==> src/ram_selftest_settings.svh <==
`ifndef RAM_SELFTEST_SETTINGS_SVH
`define RAM_SELFTEST_SETTINGS_SVH

// Memory geometry
`define RT_ADDR_WIDTH 10
`define RT_DATA_WIDTH 16
`define RT_DEPTH 1024

// Patterns run in one pass
`define RT_NUM_PATTERNS 4

// Clocks per UART bit
`define RT_BAUD_DIV 16

`endif

==> src/ram_selftest_pkg.sv <==
`include "ram_selftest_settings.svh"

package ram_selftest_pkg;

    typedef logic [`RT_ADDR_WIDTH-1:0] rt_addr_t;

    typedef logic [`RT_DATA_WIDTH-1:0] rt_data_t;

    // Order matters, a pass runs them in this sequence
    typedef enum logic [1:0] {
        pat_address     = 2'd0,
        pat_inv_address = 2'd1,
        pat_checker     = 2'd2,
        pat_inv_checker = 2'd3
    } rt_pattern_t;

    typedef logic [7:0] rt_byte_t;

endpackage

==> src/uart_tx.sv <==
`timescale 1ns/10ps
`include "ram_selftest_settings.svh"

module uart_tx (
    input  logic                       clk,
    input  logic                       rst_n,
    input  ram_selftest_pkg::rt_byte_t tx_data,
    input  logic                       tx_data_ready,
    output logic                       tx_data_accepted,
    output logic                       tx_idle,
    output logic                       tx
);

    localparam int cnt_width = $clog2(`RT_BAUD_DIV);

    logic [cnt_width-1:0] baud_cnt;
    logic [3:0]           bit_cnt;
    logic [9:0]           shift;
    logic                 bit_end;

    assign tx_data_accepted = tx_idle && tx_data_ready;
    assign bit_end          = (baud_cnt == cnt_width'(`RT_BAUD_DIV - 1));
    assign tx               = shift[0];

    always_ff @(posedge clk or negedge rst_n) begin
        if (!rst_n) begin
            tx_idle  <= 1'b1;
            baud_cnt <= '0;
            bit_cnt  <= '0;
            shift    <= '1;
        end else if (tx_idle) begin
            if (tx_data_ready) begin
                // Stop, data LSB first, start
                shift    <= {1'b1, tx_data, 1'b0};
                tx_idle  <= 1'b0;
                baud_cnt <= '0;
                bit_cnt  <= '0;
            end
        end else begin
            baud_cnt <= baud_cnt + 1'b1;
            if (bit_end) begin
                baud_cnt <= '0;
                shift    <= {1'b1, shift[9:1]};
                bit_cnt  <= bit_cnt + 1'b1;
                if (bit_cnt == 4'd9) begin
                    tx_idle <= 1'b1;
                end
            end
        end
    end

    a_accept_starts_frame : assert property (
        @(posedge clk) disable iff (!rst_n)
        tx_data_accepted |-> tx_data_ready ##1 (!tx_idle && !tx)
    );

endmodule
==> config.mk <==
export PLATFORM = sky130hd
export DESIGN_NAME = uart_tx
export DESIGN_NICKNAME = d
export VERILOG_FILES = /design/src/ram_selftest_pkg.sv /design/src/uart_tx.sv
export VERILOG_INCLUDE_DIRS = /design/src
export SDC_FILE = /design/constraint.sdc
export NUM_CORES = 1
export LEC_CHECK = 0
export BUFFER_PORTS_ARGS = -buffer_cell sky130_fd_sc_hd__buf_2
export CAP_MARGIN = 20
export CORE_MARGIN = 3
export CORE_UTILIZATION = 57
export DETAILED_ROUTE_END_ITERATION = 6
export GPL_ROUTABILITY_DRIVEN = 0
export PLACE_DENSITY = 0.79
export SKIP_LAST_GASP = 1
export SLEW_MARGIN = 0
export SYNTH_ARGS = -nofsm -noshare
export SYNTH_HDL_FRONTEND = slang
export SYNTH_SLANG_ARGS = --single-unit
==> constraint.sdc <==
create_clock -name clk -period 3.3 [get_ports clk]
set_clock_uncertainty 0.05 [all_clocks]
set_input_delay 0.165 -clock clk [delete_from_list [all_inputs] [get_ports clk]]
set_output_delay 0.165 -clock clk [all_outputs]
set_load 0.1 [all_outputs]
==> metrics.cfg, run 1 <==
[detailed_routing]
vias=647
antenna_left=0
wl_per_cell_um=14.9
route.detailed.drc=0
first_iter_violations=17
wl_um=1610
drtPass1Iterations=4
viasPerCell=5.99

[logic_synthesis]
synthFlopType=dfstp_2
syn_nets=92
synth_top_area_cell=dfstp_2
ys_ff_latch=18
netlist_top_cells_count=nand3_1, dfstp_2, dfrtp_1, mux2i_1, o21ai_0
ys_seq_area_share_pct=52.6
synth_compound_gate_area_share_pct=13.4
synth_area_leaders=dfstp_2, dfrtp_1, mux2i_1
netlist_instances=78
synth_fa_ha_area_share_pct=4.26
muxShareOfSynthArea_pct=9.09
synth_edf_count=0
yosys.area_share.simple_pct=15.1
async_flop_share_pct=100
synth_most_common_cell=nand3_1
synth_area_um2=881
synth_top_family_by_area=simple AND/OR/NAND/NOR gates
ys_types=26
ys_warn_count=0
synth_xor_area_share_pct=1.99
syn_avg_cell_area_um2=11.3
yosysTopAreaCellShare_pct=29.8

[pwr]
power_density_mw_per_mm2=739
p_leak_uw=0.000412
clock_power_share_pct=15.6
power.internal_uw=471
p_switching_uw=253
pwr-share-seq_pct=54.5
ir_drop_uv=418
power_frac_comb_pct=29.9
swShare_pct=34.9

[sta]
fin_crit_sh_pct=63.4
finalSetupViolCount=0
fmax_mhz=478
tightest_slew_ns=0.533
setup_ws_ns=1.21
report.final.hold_viol_count=0
setup_tns_ns=0
maxSlewHeadroom_pct=64.3
layout_min_cycle_time_ns=2.09
slew_viol_final=0
rsz0062_at_grt=false

[worst_hold_path]
hold_end=shift[8]$_DFFE_PN1P_
hp-start=tx_data[7]
hp-class=primary input to flop
hold_depth=3

[clocking]
cts_hold_buffers=1
cts_inserted_buffers=3
cts_tree=done
clockBufferDepth=2
clock_sinks=18
h-tree-depth=1
clkTransAtPathRegs_ns=0.10
ctsResizeCount=0
cts_post_setup_buffers_inserted=0
clock_latency_ns=0.29
cts_root_buf=clkbuf_4

[global_routing]
antenna_found_initial=0
grt_usage_pct=18.6
grt_first_pass_wirelength_um=2720
grt_overflow=0
grt_max_degree=19
grt_pass1_vias=626

[worst_setup_path]
slowest_stage=dfstp_2
worstReg2RegEnd=bit_cnt[2]$_DFFE_PN0P_
reg2reg_slack_ns=1.55
worstPathRequired_ns=3.08
rr_worst_depth=3
path_cells=nand2_2, inv_2, buf_2
max_stage_delay_ns=0.77
r2r-start=tx_idle$_DFF_PN1_
path_max_fanout=18
end_kind=primary output
worstSetupPathType=flop to primary output
start_kind=flop
arrival_ns=1.88

[finish]
drive_above_1_share_pct=33.3
nets=108
area_growth_pct=11.2
num_antenna_cells=0
fin_util_pct=71.7
finish.instance_area_um2=980
finalNonFillerCells=108
fillerInstances=100

[place]
place_inst=103
dpl_cell_area_um2=943
dp_slack_ns=1.54
io_buffer_count=13
post-dp-hpwl_um=1170

[run_status]
status=finished, final reports clean

[flow_run]
drv_cap=0

[floorplanning]
dieArea_mm2=0.00205
ios=14
start_util_pct=64.5
die_x_um=45.3
core.rowCount=13
core_mm2=0.00137
die_h_um=45.3

## layer usage
layer / GRT usage (%) / wire length, um / vias up / part of all wire [%]
met5: 0 / 0 / - / 0
met4: 8.77 / 23 / 0 / 1.4
met3: 2.39 / 61 / 3 / 3.8
met2: 28.0 / 709 / 11 / 44
met1: 26.5 / 819 / 316 / 51
li1: - / - / 317 / -
## cell families after synthesis
family | after synthesis
buf+inv | 6
flops | 18
simple gates | 23
mux | 8
xor+xnor | 2
fa+ha+maj | 3
compound gates | 18
## per-stage QoR
stage | hold WS [ns] | total power, uW
2_1_floorplan | -0.181 | 557
3_3_place_gp | 0.0505 | 604
3_5_place_dp | 0.0570 | 614
4_1_cts | 0.0421 | 728
5_1_grt | 0.0539 | 779
6_report | 0.0495 | 724
## layout make-up
cell class | count | area [um2] | share of cell area, %
Sequential cell | 18 | 463 | 47.3
Multi-Input combinational cell | 54 | 385 | 39.3
Timing Repair Buffer | 14 | 75.1 | 7.66
Clock buffer | 4 | 26.3 | 2.68
Tap cell | 15 | 18.8 | 1.92
Inverter | 3 | 11.3 | 1.15
## power by group through the flow
stage / registers, uW / logic (uW) / clock network (uW)
floorplan: 413 / 144 / 0
global placement: 396 / 208 / 0
detailed placement: 397 / 217 / 0
CTS: 393 / 218 / 116
global route: 409 / 246 / 125
finish: 395 / 216 / 113
## placed cells by master (no fill, tap or decap), types with 2 or more instances in the layout
cell / instances
buf_2: 13
ha_1: 3
dfstp_2: 10
dfrtp_1: 8
o21ai_0: 7
clkbuf_4: 3
nand3b_1: 2
inv_1: 2
nand3_1: 11
o21ai_1: 2
a22o_1: 4
nor2_1: 2
xnor2_1: 2
mux2i_1: 8
nand2_1: 3
## worst max-delay path, delay by kind of cell, from the launching register on
family,cells,cell delay (ns)
DFF,1,0.77
buffers and inverters,2,0.59
and+or+nand+nor,1,0.22
## flip-flops by register name, indices dropped and copies added, names as in the netlist
signal / count
baud_cnt: 4
bit_cnt: 4
shift: 9
tx_idle: 1
## worst max path at each step
stage,endpoint,cells after the start,from
floorplan,bit_cnt[3]$_DFFE_PN0P_,5,tx_idle$_DFF_PN1_
global placement,tx_data_accepted,3,tx_idle$_DFF_PN1_
detailed placement,tx_data_accepted,3,tx_idle$_DFF_PN1_
CTS,tx_data_accepted,3,tx_idle$_DFF_PN1_
global route,tx_data_accepted,3,tx_idle$_DFF_PN1_
finish,tx_data_accepted,3,tx_idle$_DFF_PN1_
(Power assumes the default switching activity.)
==> inputs of run 2 (changes only) <==
--- a/config.mk
+++ b/config.mk
@@ -9,10 +9,10 @@
 export BUFFER_PORTS_ARGS = -buffer_cell sky130_fd_sc_hd__buf_2
 export CAP_MARGIN = 20
 export CORE_MARGIN = 3
-export CORE_UTILIZATION = 57
+export CORE_UTILIZATION = 48
 export DETAILED_ROUTE_END_ITERATION = 6
 export GPL_ROUTABILITY_DRIVEN = 0
-export PLACE_DENSITY = 0.79
+export PLACE_DENSITY = 0.71
 export SKIP_LAST_GASP = 1
 export SLEW_MARGIN = 0
 export SYNTH_ARGS = -nofsm -noshare
==> constraint.sdc (replaced) <==
create_clock -name clk -period 1.9 [get_ports clk]
set_clock_uncertainty 0.05 [all_clocks]
set_input_delay 0.095 -clock clk [delete_from_list [all_inputs] [get_ports clk]]
set_output_delay 0.095 -clock clk [all_outputs]
set_load 0.1 [all_outputs]
==> run 2 against run 1 <==
Total power is 75% higher. Die area up 16%. Non-clock buffer count increased by 2. Sequential share of layout area is 1.9 points lower.
==> metrics.cfg, run 2 (synthesis results as in run 1) <==
[run_status]
status=finished, final reports clean

[place]
io_buffer_count=13
place_inst=113
post-dp-hpwl_um=1300

[floorplanning]
core.rowCount=14
core_mm2=0.00161
die_h_um=48.8
dieArea_mm2=0.00238
ios=14
die_x_um=48.8
start_util_pct=54.7

[worst_setup_path]
path_max_fanout=18
arrival_ns=1.56
end_kind=primary output
crit_path_end=tx_data_accepted
worstSetupStartpoint=tx_idle$_DFF_PN1_
start_kind=flop
worstPathRequired_ns=1.75
max_stage_delay_ns=0.75
worstReg2RegEnd=shift[3]$_DFFE_PN1P_
reg2reg_slack_ns=0.33
slowest_stage=dfstp_4
r2r-start=tx_idle$_DFF_PN1_
rr_worst_depth=3
path_cells=nand2_2, inv_4, buf_12
worstSetupPathType=flop to primary output

[detailed_routing]
drtPass1Iterations=4
vias=643
wl_um=1760
route.detailed.drc=0
first_iter_violations=12
antenna_left=0
viasPerCell=5.40
wl_per_cell_um=14.8

[clocking]
h-tree-depth=1
cts_tree=done
clockBufferDepth=2
clkTransAtPathRegs_ns=0.11
cts_post_setup_buffers_inserted=0
clock_latency_ns=0.28
clock_sinks=18
cts_inserted_buffers=3
cts_root_buf=clkbuf_4

[global_routing]
grt_pass1_vias=664
grtUsageMet1_pct=21.9
globalRouteMet3Util_pct=3.06
busiest_layer=met2
grt_first_pass_wirelength_um=3070
grt_max_degree=19
grtUsageMet2_pct=28.3
antenna_found_initial=0
grt_usage_pct=16.7
grt_overflow=0

[finish]
mostFrequentLayoutCells=buf_2, nand3_1, dfstp_2, mux2i_1, dfrtp_1
final_common_cell=buf_2
drive_above_1_share_pct=33.7
register_area_um2=467
reg_top3=shift x9, baud_cnt x4, bit_cnt x4
finalNonFillerCells=119
multi_input_area_um2=385
largest_register_ffs=9
regMostFlops=shift
nets=110
num_antenna_cells=0
area_growth_pct=16.9
fillerInstances=137

[sta]
maxSlewHeadroom_pct=67.6
setup_tns_ns=0
fmax_mhz=587
report.final.hold_viol_count=0
layout_min_cycle_time_ns=1.70
slew_viol_final=0
rsz0062_at_grt=false
tightest_slew_ns=0.489
fin_crit_sh_pct=89.7
finalSetupViolCount=0

[pwr]
power_density_mw_per_mm2=1230
ir_drop_uv=697
p_leak_uw=0.000424

[flow_run]
drv_cap=0

[worst_hold_path]
hp-class=primary input to flop

==> run 2: cell count changes in the layout (fill, tap and decap cells not counted), sizes merged <==
| cell | change |
|---|---|
| dlygate4sd3 | +1 |
| buf | +1 |
==> run 2: what timing repair did <==
action | in CTS | in global routing
hold endpoints to repair | 19 | 0
hold buffers | 2 | 0
endpoints found under the setup margin | 0 | 0
gates resized for setup | 0 | 0
==> run 2: layout make-up <==
| type | instances | share of cell area, % |
|---|---|---|
| sequential | 18 | 45.3 |
| multi-input combinational | 54 | 37.4 |
| tap | 24 | 2.92 |
| inverter | 3 | 1.34 |
| timing repair buffer | 16 | 10.4 |
| clock buffer | 4 | 2.55 |
==> run 2: critical path, delay by kind of cell (launching register included) <==
family	cells	cell delay, ns
buffers and inverters	2	0.32
AND/OR/NAND/NOR	1	0.20
flip-flops	1	0.75
==> run 2: how the worst min path moves through the flow <==
stage / depth (start not counted) / end / startpoint
detailed placement: 1 / baud_cnt[1]$_DFFE_PN0P_ / rst_n
finish: 2 / baud_cnt[2]$_DFFE_PN0P_ / tx_data_ready
floorplan: 0 / baud_cnt[0]$_DFFE_PN0P_ / rst_n
CTS: 2 / baud_cnt[2]$_DFFE_PN0P_ / tx_data_ready
global route: 2 / baud_cnt[2]$_DFFE_PN0P_ / tx_data_ready
global placement: 1 / baud_cnt[0]$_DFFE_PN0P_ / rst_n
==> run 2: per-stage QoR <==
step	total power [uW]	util (%)	hold WS (ns)	area, um2	setup slack (ns)
3_5_place_dp	1080	61.0	-0.00463	983	0.366
6_report	1270	63.9	0.0354	1030	0.196
2_1_floorplan	967	-	-0.251	887	0.0681
5_1_grt	1390	63.9	0.0283	1030	0.105
4_1_cts	1280	63.9	0.0273	1030	0.196
3_3_place_gp	1070	61.0	-0.00886	983	0.411
==> run 2: routing by layer <==
metal / vias to the layer above / share of wire [%]
met5: - / 0
met4: 0 / 0.68
met3: 2 / 2.9
met2: 10 / 49
met1: 310 / 47
li1: 321 / -
==> run 2: power by group <==
part           total, uW  leakage, uW  internal, uW  switching [uW]
logic                388     0.000205           172             216
clock network        193    0.0000150          81.3             112
registers            687     0.000204           570             117
