--- config.mk ---
export PLATFORM = sky130hd
export DESIGN_NAME = ram_test_ctrl
export DESIGN_NICKNAME = d
export VERILOG_FILES = /design/src/ram_selftest_pkg.sv /design/src/ram_test_ctrl.sv
export VERILOG_INCLUDE_DIRS = /design/src
export SDC_FILE = /design/constraint.sdc
export NUM_CORES = 1
export LEC_CHECK = 0
export BUFFER_PORTS_ARGS = -buffer_cell sky130_fd_sc_hd__buf_2
export CAP_MARGIN = 10
export CORE_ASPECT_RATIO = 0.6
export CORE_MARGIN = 2
export CORE_UTILIZATION = 48
export DETAILED_ROUTE_END_ITERATION = 6
export GPL_TIMING_DRIVEN = 0
export PLACE_DENSITY = 0.79
export RECOVER_POWER = 50
export SLEW_MARGIN = 20
export SYNTH_ARGS = -nofsm -noshare
export SYNTH_HDL_FRONTEND = slang
export SYNTH_SLANG_ARGS = --single-unit
--- constraint.sdc ---
create_clock -name clk -period 4.03 [get_ports clk]
set_input_delay 0.806 -clock clk [delete_from_list [all_inputs] [get_ports clk]]
set_output_delay 0.806 -clock clk [all_outputs]
set_load 0.02 [all_outputs]
--- src/ram_selftest_settings.svh ---
`ifndef RAM_SELFTEST_SETTINGS_SVH
`define RAM_SELFTEST_SETTINGS_SVH

// Memory geometry
`define RT_ADDR_WIDTH 10
`define RT_DATA_WIDTH 16
`define RT_DEPTH 1024

// Patterns run in one pass
`define RT_NUM_PATTERNS 4

// Clocks per UART bit
`define RT_BAUD_DIV 16

`endif

--- src/ram_selftest_pkg.sv ---
`include "ram_selftest_settings.svh"

package ram_selftest_pkg;

    typedef logic [`RT_ADDR_WIDTH-1:0] rt_addr_t;

    typedef logic [`RT_DATA_WIDTH-1:0] rt_data_t;

    // Order matters, a pass runs them in this sequence
    typedef enum logic [1:0] {
        pat_address     = 2'd0,
        pat_inv_address = 2'd1,
        pat_checker     = 2'd2,
        pat_inv_checker = 2'd3
    } rt_pattern_t;

    typedef logic [7:0] rt_byte_t;

endpackage

--- src/ram_test_ctrl.sv ---
`timescale 1ns/10ps
`include "ram_selftest_settings.svh"

module ram_test_ctrl (
    input  logic                          clk,
    input  logic                          rst_n,
    input  logic                          start,
    output logic                          busy,
    output logic                          reading,
    output ram_selftest_pkg::rt_pattern_t pattern,
    output logic                          wr_en,
    output ram_selftest_pkg::rt_addr_t    wr_addr,
    output logic                          rd_en,
    output ram_selftest_pkg::rt_addr_t    rd_addr,
    output ram_selftest_pkg::rt_addr_t    rd_addr_q,
    input  ram_selftest_pkg::rt_data_t    rd_data,
    input  ram_selftest_pkg::rt_data_t    expected,
    output logic                          result_valid,
    output logic                          result_error,
    output ram_selftest_pkg::rt_pattern_t result_pattern,
    output ram_selftest_pkg::rt_addr_t    result_addr,
    output ram_selftest_pkg::rt_data_t    result_expected,
    output ram_selftest_pkg::rt_data_t    result_actual,
    output logic [7:0]                    pass_count,
    input  logic                          result_accepted,
    input  logic                          report_done
);

    localparam ram_selftest_pkg::rt_addr_t last_addr =
        ram_selftest_pkg::rt_addr_t'(`RT_DEPTH - 1);
    localparam ram_selftest_pkg::rt_pattern_t last_pattern =
        ram_selftest_pkg::rt_pattern_t'(`RT_NUM_PATTERNS - 1);

    typedef enum logic [2:0] {
        st_idle,
        st_write,
        st_read,
        st_result,
        st_wait_report
    } state_t;

    state_t                     state;
    ram_selftest_pkg::rt_addr_t addr_cnt;
    logic                       rd_issued_all;
    logic                       cmp_valid;

    assign busy         = (state != st_idle);
    assign reading      = (state == st_read);
    assign wr_en        = (state == st_write);
    assign wr_addr      = addr_cnt;
    assign rd_en        = (state == st_read) && !rd_issued_all;
    assign rd_addr      = addr_cnt;
    assign result_valid = (state == st_result);

    always_ff @(posedge clk or negedge rst_n) begin
        if (!rst_n) begin
            state         <= st_idle;
            addr_cnt      <= '0;
            rd_issued_all <= 1'b0;
            cmp_valid     <= 1'b0;
            pattern       <= ram_selftest_pkg::pat_address;
            pass_count    <= '0;
        end else begin
            // Word for rd_addr_q arrives from the RAM this cycle
            cmp_valid <= rd_en;
            case (state)
                st_idle: begin
                    if (start) begin
                        state    <= st_write;
                        addr_cnt <= '0;
                        pattern  <= ram_selftest_pkg::pat_address;
                    end
                end
                st_write: begin
                    addr_cnt <= addr_cnt + 1'b1;
                    if (addr_cnt == last_addr) begin
                        state         <= st_read;
                        addr_cnt      <= '0;
                        rd_issued_all <= 1'b0;
                    end
                end
                st_read: begin
                    if (rd_en) begin
                        addr_cnt <= addr_cnt + 1'b1;
                        if (addr_cnt == last_addr) begin
                            rd_issued_all <= 1'b1;
                        end
                    end
                    if (cmp_valid) begin
                        if (rd_data != expected) begin
                            state <= st_result;
                        end else if (rd_addr_q == last_addr) begin
                            if (pattern == last_pattern) begin
                                pass_count <= pass_count + 1'b1;
                                state      <= st_result;
                            end else begin
                                pattern  <= ram_selftest_pkg::rt_pattern_t'(pattern + 1'b1);
                                addr_cnt <= '0;
                                state    <= st_write;
                            end
                        end
                    end
                end
                st_result: begin
                    if (result_accepted) begin
                        state <= st_wait_report;
                    end
                end
                default: begin
                    // Held until the record has left the UART
                    if (report_done) begin
                        state <= st_idle;
                    end
                end
            endcase
        end
    end

    // Result fields, captured when the pass ends
    always_ff @(posedge clk) begin
        rd_addr_q <= rd_addr;
        if (state == st_read && cmp_valid) begin
            result_pattern  <= pattern;
            result_addr     <= rd_addr_q;
            result_expected <= expected;
            result_actual   <= rd_data;
            result_error    <= (rd_data != expected);
        end
    end

    // A pass result only after the last word of the last pattern
    a_pass_after_last_word : assert property (
        @(posedge clk) disable iff (!rst_n)
        result_valid && !result_error |->
            (result_pattern == last_pattern) && (result_addr == last_addr)
    );

    a_result_stable : assert property (
        @(posedge clk) disable iff (!rst_n)
        result_valid && !result_accepted |=>
            $stable(result_error) && $stable(result_pattern) && $stable(result_addr) &&
            $stable(result_expected) && $stable(result_actual) && $stable(pass_count)
    );

endmodule

==> out/qor.txt, run 1 <==
H-tree level count = 3
pre-CTS WS = 1.27 ns
warnings from Yosys = 0
top layer in use = met4
commonest cells after routing, fill and taps aside = 66 x clkbuf_1, 63 x buf_2, 45 x edfxtp_1
final setup violating endpoints = 0
1st-iter DRT viols = 133
Yosys cell types = 49
first drt pass iteration count = 4
Pwr Density = 469 mW/mm2
Placer Congestion = 0.865
Flop pwr share = 0.492
crit path DAT = 1.92 ns
Clock Skew = 0.0115 ns
max frequency = 0.367 GHz
RSZ-0062 raised after global routing = false
vias in the first global route = 2129
total wire length = 7100 um
Comb power frac = 0.191
Port Buffer Count = 126
Routed met1 length = 3320 um
minimum clock period = 2.73 ns
clk slew on worst S/H paths = 0.09 ns
Die X = 110 um
met3 wire length = 777 um
TritonCTS buffer count = 9
core footprint = 0.00659 mm2
Worst-Margin Slew = 1.33 ns
worst skew pair latency = 0.35 ns
global route overflow = 0
Detail Route Antenna Nets = 0
Cell Area, Synth = 0.00324 mm2
DR WL met2 = 2890 um
Hold Buf Count CTS = 0
IO Pins = 127
status = completed
postcts setup bufs = 0
Slew HR = 0.113
VDD IR-drop max = 0.248 mV
Hold WC Path Type = flip-flop to flip-flop
Die H = 67.6 um
Leak Pwr = 1.78 nW
syn_area_per_cell = 13.8 um2
critical path type = flip-flop to output pin
Seq/Total Area, Yosys = 0.673
Layout Nets = 413
DR vias/cell = 5.11
Die Area = 0.00744 mm2
largest net degree at the start of global routing = 37
Net Sw Frac = 0.298
Root Buffer = clkbuf_8
commonest non-fill, non-tap cell in the layout = clkbuf_1
CP Data Required Time = 3.22 ns
Max Cap Viol = 0
Period Utilization, post-route = 0.676
CTS resizes = 0
crit start category = flip-flop
final hold vios = 0
Clk pwr share = 0.317
P_int = 0.00136 W
Ant. Diodes = 0
clk sink count = 80
Crit. End Element = output pin
Cells after Synth = 235
drt drc = 0
crit path max fanout = 9
first-pass GRT wire length = 10800 um
Initial Utilization = 0.491
row cnt = 23
reg2reg setup slack = 1.73 ns
share of cells above drive strength 1 = 0.286
initial antenna violation count = 0
gr usage total = 0.199
setup TNS = 0 ns
worst setup margin = 1.30 ns
CTS tree = built
Slew Limit Fails = 0
Routed wire per std cell = 15.3 um
Max Root-Sink Buffers = 2
Area Overhead vs Synth = 27.5%
DP Wirelength = 5310 um
syn nets = 275
routed via count = 2377
Yosys reg bits = 80
Sw Pwr = 0.000577 W
[power by group through the flow]
stage                     clock network (W)  registers [W]  logic (W)
after global placement                    0       0.000966   0.000366
after detailed placement                  0       0.000968   0.000372
after global routing               0.000670       0.000959   0.000404
after floorplan                           0       0.000998   0.000207
final                              0.000613       0.000951   0.000370
after CTS                          0.000631       0.000950   0.000375
[Yosys cell counts, drive strengths merged]
cell,instances,area share
dfxtp,10,0.062
or2,1,0.0019
o31a,1,0.0031
xnor2,6,0.016
a32o,1,0.0031
nor2,10,0.012
inv,6,0.0077
or3,3,0.0058
o21ai,11,0.020
nor4,4,0.0097
a2bb2oi,1,0.0027
o221ai,1,0.0027
edfxtp,45,0.42
a22o,4,0.011
and4,3,0.0093
a221o,3,0.0093
a211oi,4,0.0093
o221a,2,0.0070
buf,13,0.029
nand3,5,0.0077
a21boi,1,0.0023
a21oi,6,0.010
clkbuf,1,0.0012
dfrtp,25,0.19
mux2,2,0.0070
and3,7,0.014
a21o,2,0.0046
nand4,6,0.012
xor2,17,0.046
nand2,19,0.024
a31oi,1,0.0019
nand2b,3,0.0066
o22a,1,0.0027
o31ai,1,0.0023
a211o,2,0.0054
nor3,4,0.0077
ha,3,0.012
[worst max-delay path: stages, from the launching register on]
cell      delay [ns]
dfrtp_1         0.36
clkbuf_1        0.19
nor2_1          0.30
nand2_1         0.19
nor2_1          0.31
buf_2           0.23
[layer usage]
layer | track usage | vias up
met5 | 0 | -
met4 | 0.0791 | 0
met3 | 0.0676 | 15
met2 | 0.273 | 120
met1 | 0.290 | 1100
li1 | - | 1142
[sequential cells by signal, summed over array words and instances (netlist names)]
signal and flops:
rd_addr_q 10, cmp_valid 1, result_error 1, state 3, rd_addr 10, pass_count 8
pattern 2, result_actual 16, rd_issued_all 1, result_expected 16, result_pattern 2, result_addr 10
[per-stage QoR]
| stage | cell area [um2] | hold WS, ns | cells | power, W | utilization |
|---|---|---|---|---|---|
| floorplan | 3240 | 0.509 | 235 | 0.00120 | - |
| global placement | 3980 | 0.447 | 448 | 0.00133 | 0.603 |
| global route | 4130 | 0.488 | 465 | 0.00203 | 0.626 |
| finish | 4130 | 0.469 | 465 | 0.00193 | 0.626 |
| CTS | 4210 | 0.444 | 465 | 0.00196 | 0.639 |
| detailed placement | 4000 | 0.446 | 449 | 0.00134 | 0.606 |
[final timing paths]
check,from,endpoint,depth (start not counted)
min in group asynchronous,rst_n,pass_count[1],1
worst max-delay path,state[0],rd_en,5
max in group asynchronous,rst_n,pattern[1],1
worst min register to register,rd_addr_q[2],result_addr[2],0
worst max register to register,state[0],pass_count[1],6
worst min-delay path,rd_addr_q[2],result_addr[2],0
[final cells by class]
cell class	instances	area, um2
Clock buffer	10	138
Sequential cell	80	2180
Tap cell	87	109
Fill cell	562	2460
Timing Repair Buffer	127	571
Multi-Input combinational cell	135	937
Clock inverter	6	73.8
Inverter	6	25.0
Buffer	14	95.1
[kinds of logic after synthesis]
kind of cell	count (synthesis)	synth area share
mux	2	0.00696
compound gates	42	0.0986
simple gates	65	0.110
xor+xnor	23	0.0623
flops	80	0.673
fa+ha+maj	3	0.0116
buf+inv	20	0.0375
Power figures use the tool's default switching activity.
==> inputs of run 2 (changes only) <==
==> constraint.sdc (replaced) <==
create_clock -name clk -period 2.85 [get_ports clk]
set_input_delay 0.57 -clock clk [delete_from_list [all_inputs] [get_ports clk]]
set_output_delay 0.57 -clock clk [all_outputs]
set_load 0.02 [all_outputs]
==> run 2 against run 1 <==
Utilization decreased by 0.15 points. Cell count unchanged. Sequential power grew 41%. First-iteration DRC count grew 3.8%. Setup slack got worse by 0.87 ns. Clock skew grew 0.0031 ns. Wire length rose by 0.37%. Critical endpoint unchanged. Largest power group unchanged.
==> out/qor.txt, run 2 (synthesis gave the netlist of run 1 again) <==
final setup violating endpoints = 0 (unchanged)
largest net degree at the start of global routing = 37 (unchanged)
final instance area = 0.00412 mm2 (-0.24%)
status = completed
Ant. Diodes = 0 (unchanged)
Worst-Margin Slew = 1.33 ns (-0.00384 ns)
IO Pins = 127 (unchanged)
Leak Pwr = 1.76 nW (-1.5%)
crit path DAT = 1.85 ns (-0.07 ns)
Root Buffer = clkbuf_8
Detail Route Antenna Nets = 0 (unchanged)
Cell Area, Placed = 0.00400 mm2 (unchanged)
global route overflow = 0 (unchanged)
Die X = 110 um (unchanged)
CP Data Required Time = 2.28 ns (-0.94 ns)
Crit. End Element = output pin
Hold Buf Count CTS = 0 (unchanged)
first drt pass iteration count = 4 (unchanged)
RSZ-0062 raised after global routing = false
Period Utilization, post-route = 0.849
row cnt = 23 (unchanged)
clk slew on worst S/H paths = 0.08 ns (about the same)
minimum clock period = 2.42 ns
H-tree level count = 3 (unchanged)
Max Cap Viol = 0 (unchanged)
total wire length = 7130 um (+0.37%)
Layout Nets = 413 (unchanged)
DP Wirelength = 5310 um (unchanged)
crit path max fanout = 9 (unchanged)
1st-iter DRT viols = 138 (+3.8%)
largest registers = result_actual: 16 flops, result_expected: 16 flops
Inst Count DP = 449 (unchanged)
postcts setup bufs = 0 (unchanged)
first-pass GRT wire length = 10800 um (unchanged)
Clock Skew = 0.0146 ns (+0.00312 ns)
Placer Congestion = 0.865 (unchanged)
CTS tree = built
final hold vios = 0 (unchanged)
Pwr Density = 665 mW/mm2 (+42%)
CTS resizes = 0 (unchanged)
Die H = 67.6 um (unchanged)
commonest non-fill, non-tap cell in the layout = clkbuf_1
Fill cells = 568 (+1.1%)
routed via count = 2374 (-0.13%)
critical path type = flip-flop to output pin
Initial Utilization = 0.491 (unchanged)
max frequency = 0.413 GHz
gr usage total = 0.199 (unchanged)
Slew Limit Fails = 0 (unchanged)
crit start category = flip-flop
worst skew pair latency = 0.35 ns (about the same)
Post-Layout Cell Count = 465 (unchanged)
share of cells above drive strength 1 = 0.265 (-0.0212)
Hold WC Path Type = input port to flip-flop
Port Buffer Count = 126 (unchanged)
Slew HR = 0.115 (+0.00256)
initial antenna violation count = 0 (unchanged)
Area Overhead vs Synth = 27.2%
DR vias/cell = 5.11 (-0.13%)
TritonCTS buffer count = 9 (unchanged)
vias in the first global route = 2129 (unchanged)
Max Root-Sink Buffers = 2 (unchanged)
clk sink count = 80 (unchanged)
Die Area = 0.00744 mm2 (unchanged)
VDD IR-drop max = 0.352 mV (+42%)
commonest cells after routing, fill and taps aside = 75 x clkbuf_1, 54 x buf_2, 45 x edfxtp_1
Routed wire per std cell = 15.3 um (+0.37%)
drt drc = 0 (unchanged)
core footprint = 0.00659 mm2 (unchanged)
-- run 2: cell types whose count changed in the layout (fill, tap and decap cells not counted) --
cell	previous run	this run
buf_2	63	54
clkbuf_1	66	75
and3_1	6	5
and3_2	1	2
-- run 2: final timing paths --
path / cells past startpoint / to / start / slack (ns)
setup reg to reg: 6 / rd_addr[9] / rd_addr_q[7] / 0.66
hold reg to reg: 0 / result_addr[2] / rd_addr_q[2] / 0.47
min in group asynchronous: 1 / rd_addr[8] / rst_n / 0.50
setup / recovery: 5 / rd_en / state[0] / 0.43
max in group asynchronous: 1 / pattern[1] / rst_n / 1.57
hold / removal: 1 / result_actual[12] / rd_data[12] / 0.44
-- run 2: metrics by stage --
stage          hold slack, ns  total power, W  TNS [ns]  utilization  setup WS [ns]
6_report                0.444         0.00274         0        0.624          0.430
5_1_grt                 0.425         0.00288         0        0.624          0.247
4_1_cts                 0.208         0.00277         0        0.639          0.416
3_5_place_dp            0.446         0.00190         0        0.606          0.329
3_3_place_gp            0.447         0.00188     -3.41        0.603         -0.525
2_1_floorplan           0.274         0.00170         0            -        0.00227
-- run 2: worst max-delay path, cell delays in order, from the launching register on --
cell and delay, ns:
dfrtp_1 0.36, buf_2 0.16, nor2_1 0.27, nand2_1 0.18, nor2_1 0.30, buf_2 0.23
-- run 2: layer usage --
metal,GRT usage,wire (um),vias to the layer above
met5,0,0,-
met4,0.0791,110,0
met3,0.0676,734,15
met2,0.273,2910,117
met1,0.290,3370,1099
li1,-,-,1143
-- run 2: power by group --
part	switching (W)	internal (W)	total, W	leakage [nW]
combinational	0.000325	0.000200	0.000525	0.827
sequential	0.0000636	0.00128	0.00134	0.821
clock	0.000429	0.000441	0.000870	0.108
total	0.000818	0.00192	0.00274	1.76
-- run 2: final cells by class --
cell class	instances	area, um2	share of cell area
clock inverter	6	73.8	0.0179
inverter	6	25.0	0.00608
timing repair buffer	127	558	0.136
tap	87	109	0.0265
sequential	80	2180	0.529
multi-input combinational	135	938	0.228
clock buffer	10	138	0.0334
buffer	14	96.3	0.0234
==> inputs of run 3 (changes only) <==
--- a/config.mk
+++ b/config.mk
@@ -10,10 +10,10 @@
 export CAP_MARGIN = 10
 export CORE_ASPECT_RATIO = 0.6
 export CORE_MARGIN = 2
-export CORE_UTILIZATION = 48
+export CORE_UTILIZATION = 44
 export DETAILED_ROUTE_END_ITERATION = 6
 export GPL_TIMING_DRIVEN = 0
-export PLACE_DENSITY = 0.79
+export PLACE_DENSITY = 0.76
 export RECOVER_POWER = 50
 export SLEW_MARGIN = 20
 export SYNTH_ARGS = -nofsm -noshare
==> constraint.sdc (replaced) <==
create_clock -name clk -period 2 [get_ports clk]
set_input_delay 0.4 -clock clk [delete_from_list [all_inputs] [get_ports clk]]
set_output_delay 0.4 -clock clk [all_outputs]
set_load 0.02 [all_outputs]
==> run 3 against run 2 <==
Die area is 8.6% higher. Final area is 6.0% higher. Total power is 60% higher. Cell count is 2.2% higher. Wire length is 5.6% higher. Global-route usage is 1.5 points lower. Sequential power is 43% higher. Clock skew hardly changed. First-iteration DRC count is 51% higher. Combinational power is 61% higher. Clock power is 87% higher. Sequential cell count stayed put.
==> out/qor.txt, run 3 (synthesis gave the netlist of run 1 again) <==
status = completed
IO Pins = 127 (unchanged)
final hold vios = 0 (unchanged)
total wire length = 7520 um (+5.6%)
post-layout util = 0.605 (-0.0191)
first-pass GRT wire length = 11300 um (+4.6%)
max frequency = 0.516 GHz
Max Cap Viol = 0 (unchanged)
Die Area = 0.00808 mm2 (+8.6%)
initial antenna violation count = 0 (unchanged)
Routed wire per std cell = 15.8 um (+3.3%)
vias in the first global route = 2197 (+3.2%)
commonest cells after routing, fill and taps aside = 97 x buf_2, 45 x edfxtp_1, 32 x clkbuf_1
pre-CTS WS = -0.320 ns (-0.650 ns)
largest registers = result_actual: 16 flops, result_expected: 16 flops
share of cells above drive strength 1 = 0.424 (+0.160)
Port Buffer Count = 126 (unchanged)
met3 usage = 0.0564 (-0.0111)
Most Crowded Layer GR = met1
global route overflow = 0 (unchanged)
final setup violating endpoints = 0 (unchanged)
Area Overhead vs Synth = 34.8%
grt met1 use = 0.274 (-0.0159)
TritonCTS buffer count = 9 (unchanged)
DR vias/cell = 5.16 (+1.0%)
crit path DAT = 2.16 ns (+0.31 ns)
crit start category = flip-flop
largest net degree at the start of global routing = 26 (-30%)
clk sink count = 80 (unchanged)
drt drc = 0 (unchanged)
H-tree level count = 3 (unchanged)
CTS tree = built
Slew Limit Fails = 0 (unchanged)
row cnt = 24 (+4.3%)
CP Data Required Time = 2.22 ns (-0.06 ns)
Worst-Margin Slew = 1.36 ns (+0.0368 ns)
Pwr Density = 1000 mW/mm2 (+51%)
Crit. End Element = flip-flop
Initial Utilization = 0.449 (-0.0420)
Die X = 115 um (+4.3%)
commonest non-fill, non-tap cell in the layout = buf_2
Ant. Diodes = 0 (unchanged)
Period Utilization, post-route = 0.968
setup TNS = 0 ns (unchanged)
grt met2 use = 0.267 (-0.00608)
worst setup margin = 0.0632 ns (-0.367 ns)
critical path type = flip-flop to flip-flop
Slew HR = 0.0907 (-0.0245)
clk slew on worst S/H paths = 0.07 ns (about the same)
Hold WC Path Type = input port to flip-flop
1st-iter DRT viols = 208 (+51%)
Detail Route Antenna Nets = 0 (unchanged)
minimum clock period = 1.94 ns
first drt pass iteration count = 4 (unchanged)
Layout Nets = 419 (+1.5%)
gr usage total = 0.185 (-0.0146)
Die H = 70.4 um (+4.2%)
crit path max fanout = 6 (-3)
Clock Skew = 0.0144 ns (-0.000174 ns)
DP Wirelength = 5260 um (-0.83%)
routed via count = 2450 (+3.2%)
RSZ-0062 raised after global routing = true
worst skew pair latency = 0.34 ns (about the same)
core footprint = 0.00721 mm2 (+9.4%)
Root Buffer = clkbuf_16
Placer Congestion = 0.819 (-5.3%)
Leak Pwr = 1.95 nW (+11%)
VDD IR-drop max = 0.532 mV (+51%)
Hold Buf Count CTS = 0 (unchanged)
Max Root-Sink Buffers = 2 (unchanged)
-- run 3: cell count changes in the layout (fill, tap and decap cells not counted), moves of 3 or more --
cell,previous run,this run
buf_2,54,97
clkbuf_1,75,32
clkbuf_16,0,10
clkbuf_8,10,0
buf_4,11,16
dfrtp_1,25,22
dfrtp_2,0,3
nor2_1,10,7
-- run 3: where the power goes --
group          internal [W]  total (W)  switching [W]
Combinational      0.000332   0.000843       0.000511
Clock              0.000941    0.00163       0.000692
Sequential          0.00183    0.00191      0.0000798
-- run 3: metrics by stage --
stage / power, W / hold slack [ns] / instances / cell area [um2]
floorplan: 0.00244 / 0.104 / 235 / 3250
global placement: 0.00269 / 0.425 / 452 / 3990
detailed placement: 0.00272 / 0.435 / 452 / 3990
CTS: 0.00439 / 0.0759 / 471 / 4340
global route: 0.00457 / 0.252 / 475 / 4360
finish: 0.00438 / 0.269 / 475 / 4360
-- run 3: critical path, cell delays in order (launching register included) --
cell and delay [ns]:
dfxtp_1 0.36, nand4_1 0.16, nor3_4 0.34, and3_4 0.26, a21oi_2 0.09, nand2b_2 0.24
a221o_1 0.37
-- run 3: repair_timing --
| action | in CTS | in global routing |
|---|---|---|
| setup endpoints to repair | 19 | 19 |
| pin swaps | 1 | 4 |
| setup buffers | 2 | 3 |
| gates resized for setup | 6 | 15 |
| cloned | 1 | 1 |
-- run 3: cell type report --
class                      instances  area [um2]
sequential                        80        2180
timing repair buffer             131         628
buffer                            14        97.6
tap                               91         114
fill                             596        2840
clock buffer                      10         250
inverter                           6        25.0
clock inverter                     6        56.3
multi-input combinational        137        1010
-- run 3: layer usage --
metal / part of all wire / up-vias
li1: - / 1175
met1: 0.48 / 1155
met2: 0.43 / 116
met3: 0.082 / 4
met4: 0.0051 / 0
met5: 0 / -
-- run 3: final timing paths --
kind / depth (start not counted) / slack, ns / start / to
min in group asynchronous: 1 / 0.36 / rst_n / rd_addr[9]
min reg2reg: 0 / 0.46 / rd_addr_q[4] / result_addr[4]
max in group asynchronous: 1 / 0.73 / rst_n / rd_addr[3]
max reg2reg: 6 / 0.06 / rd_addr_q[6] / rd_addr[9]
max: 6 / 0.06 / rd_addr_q[6] / rd_addr[9]
min: 1 / 0.27 / expected[8] / result_expected[8]
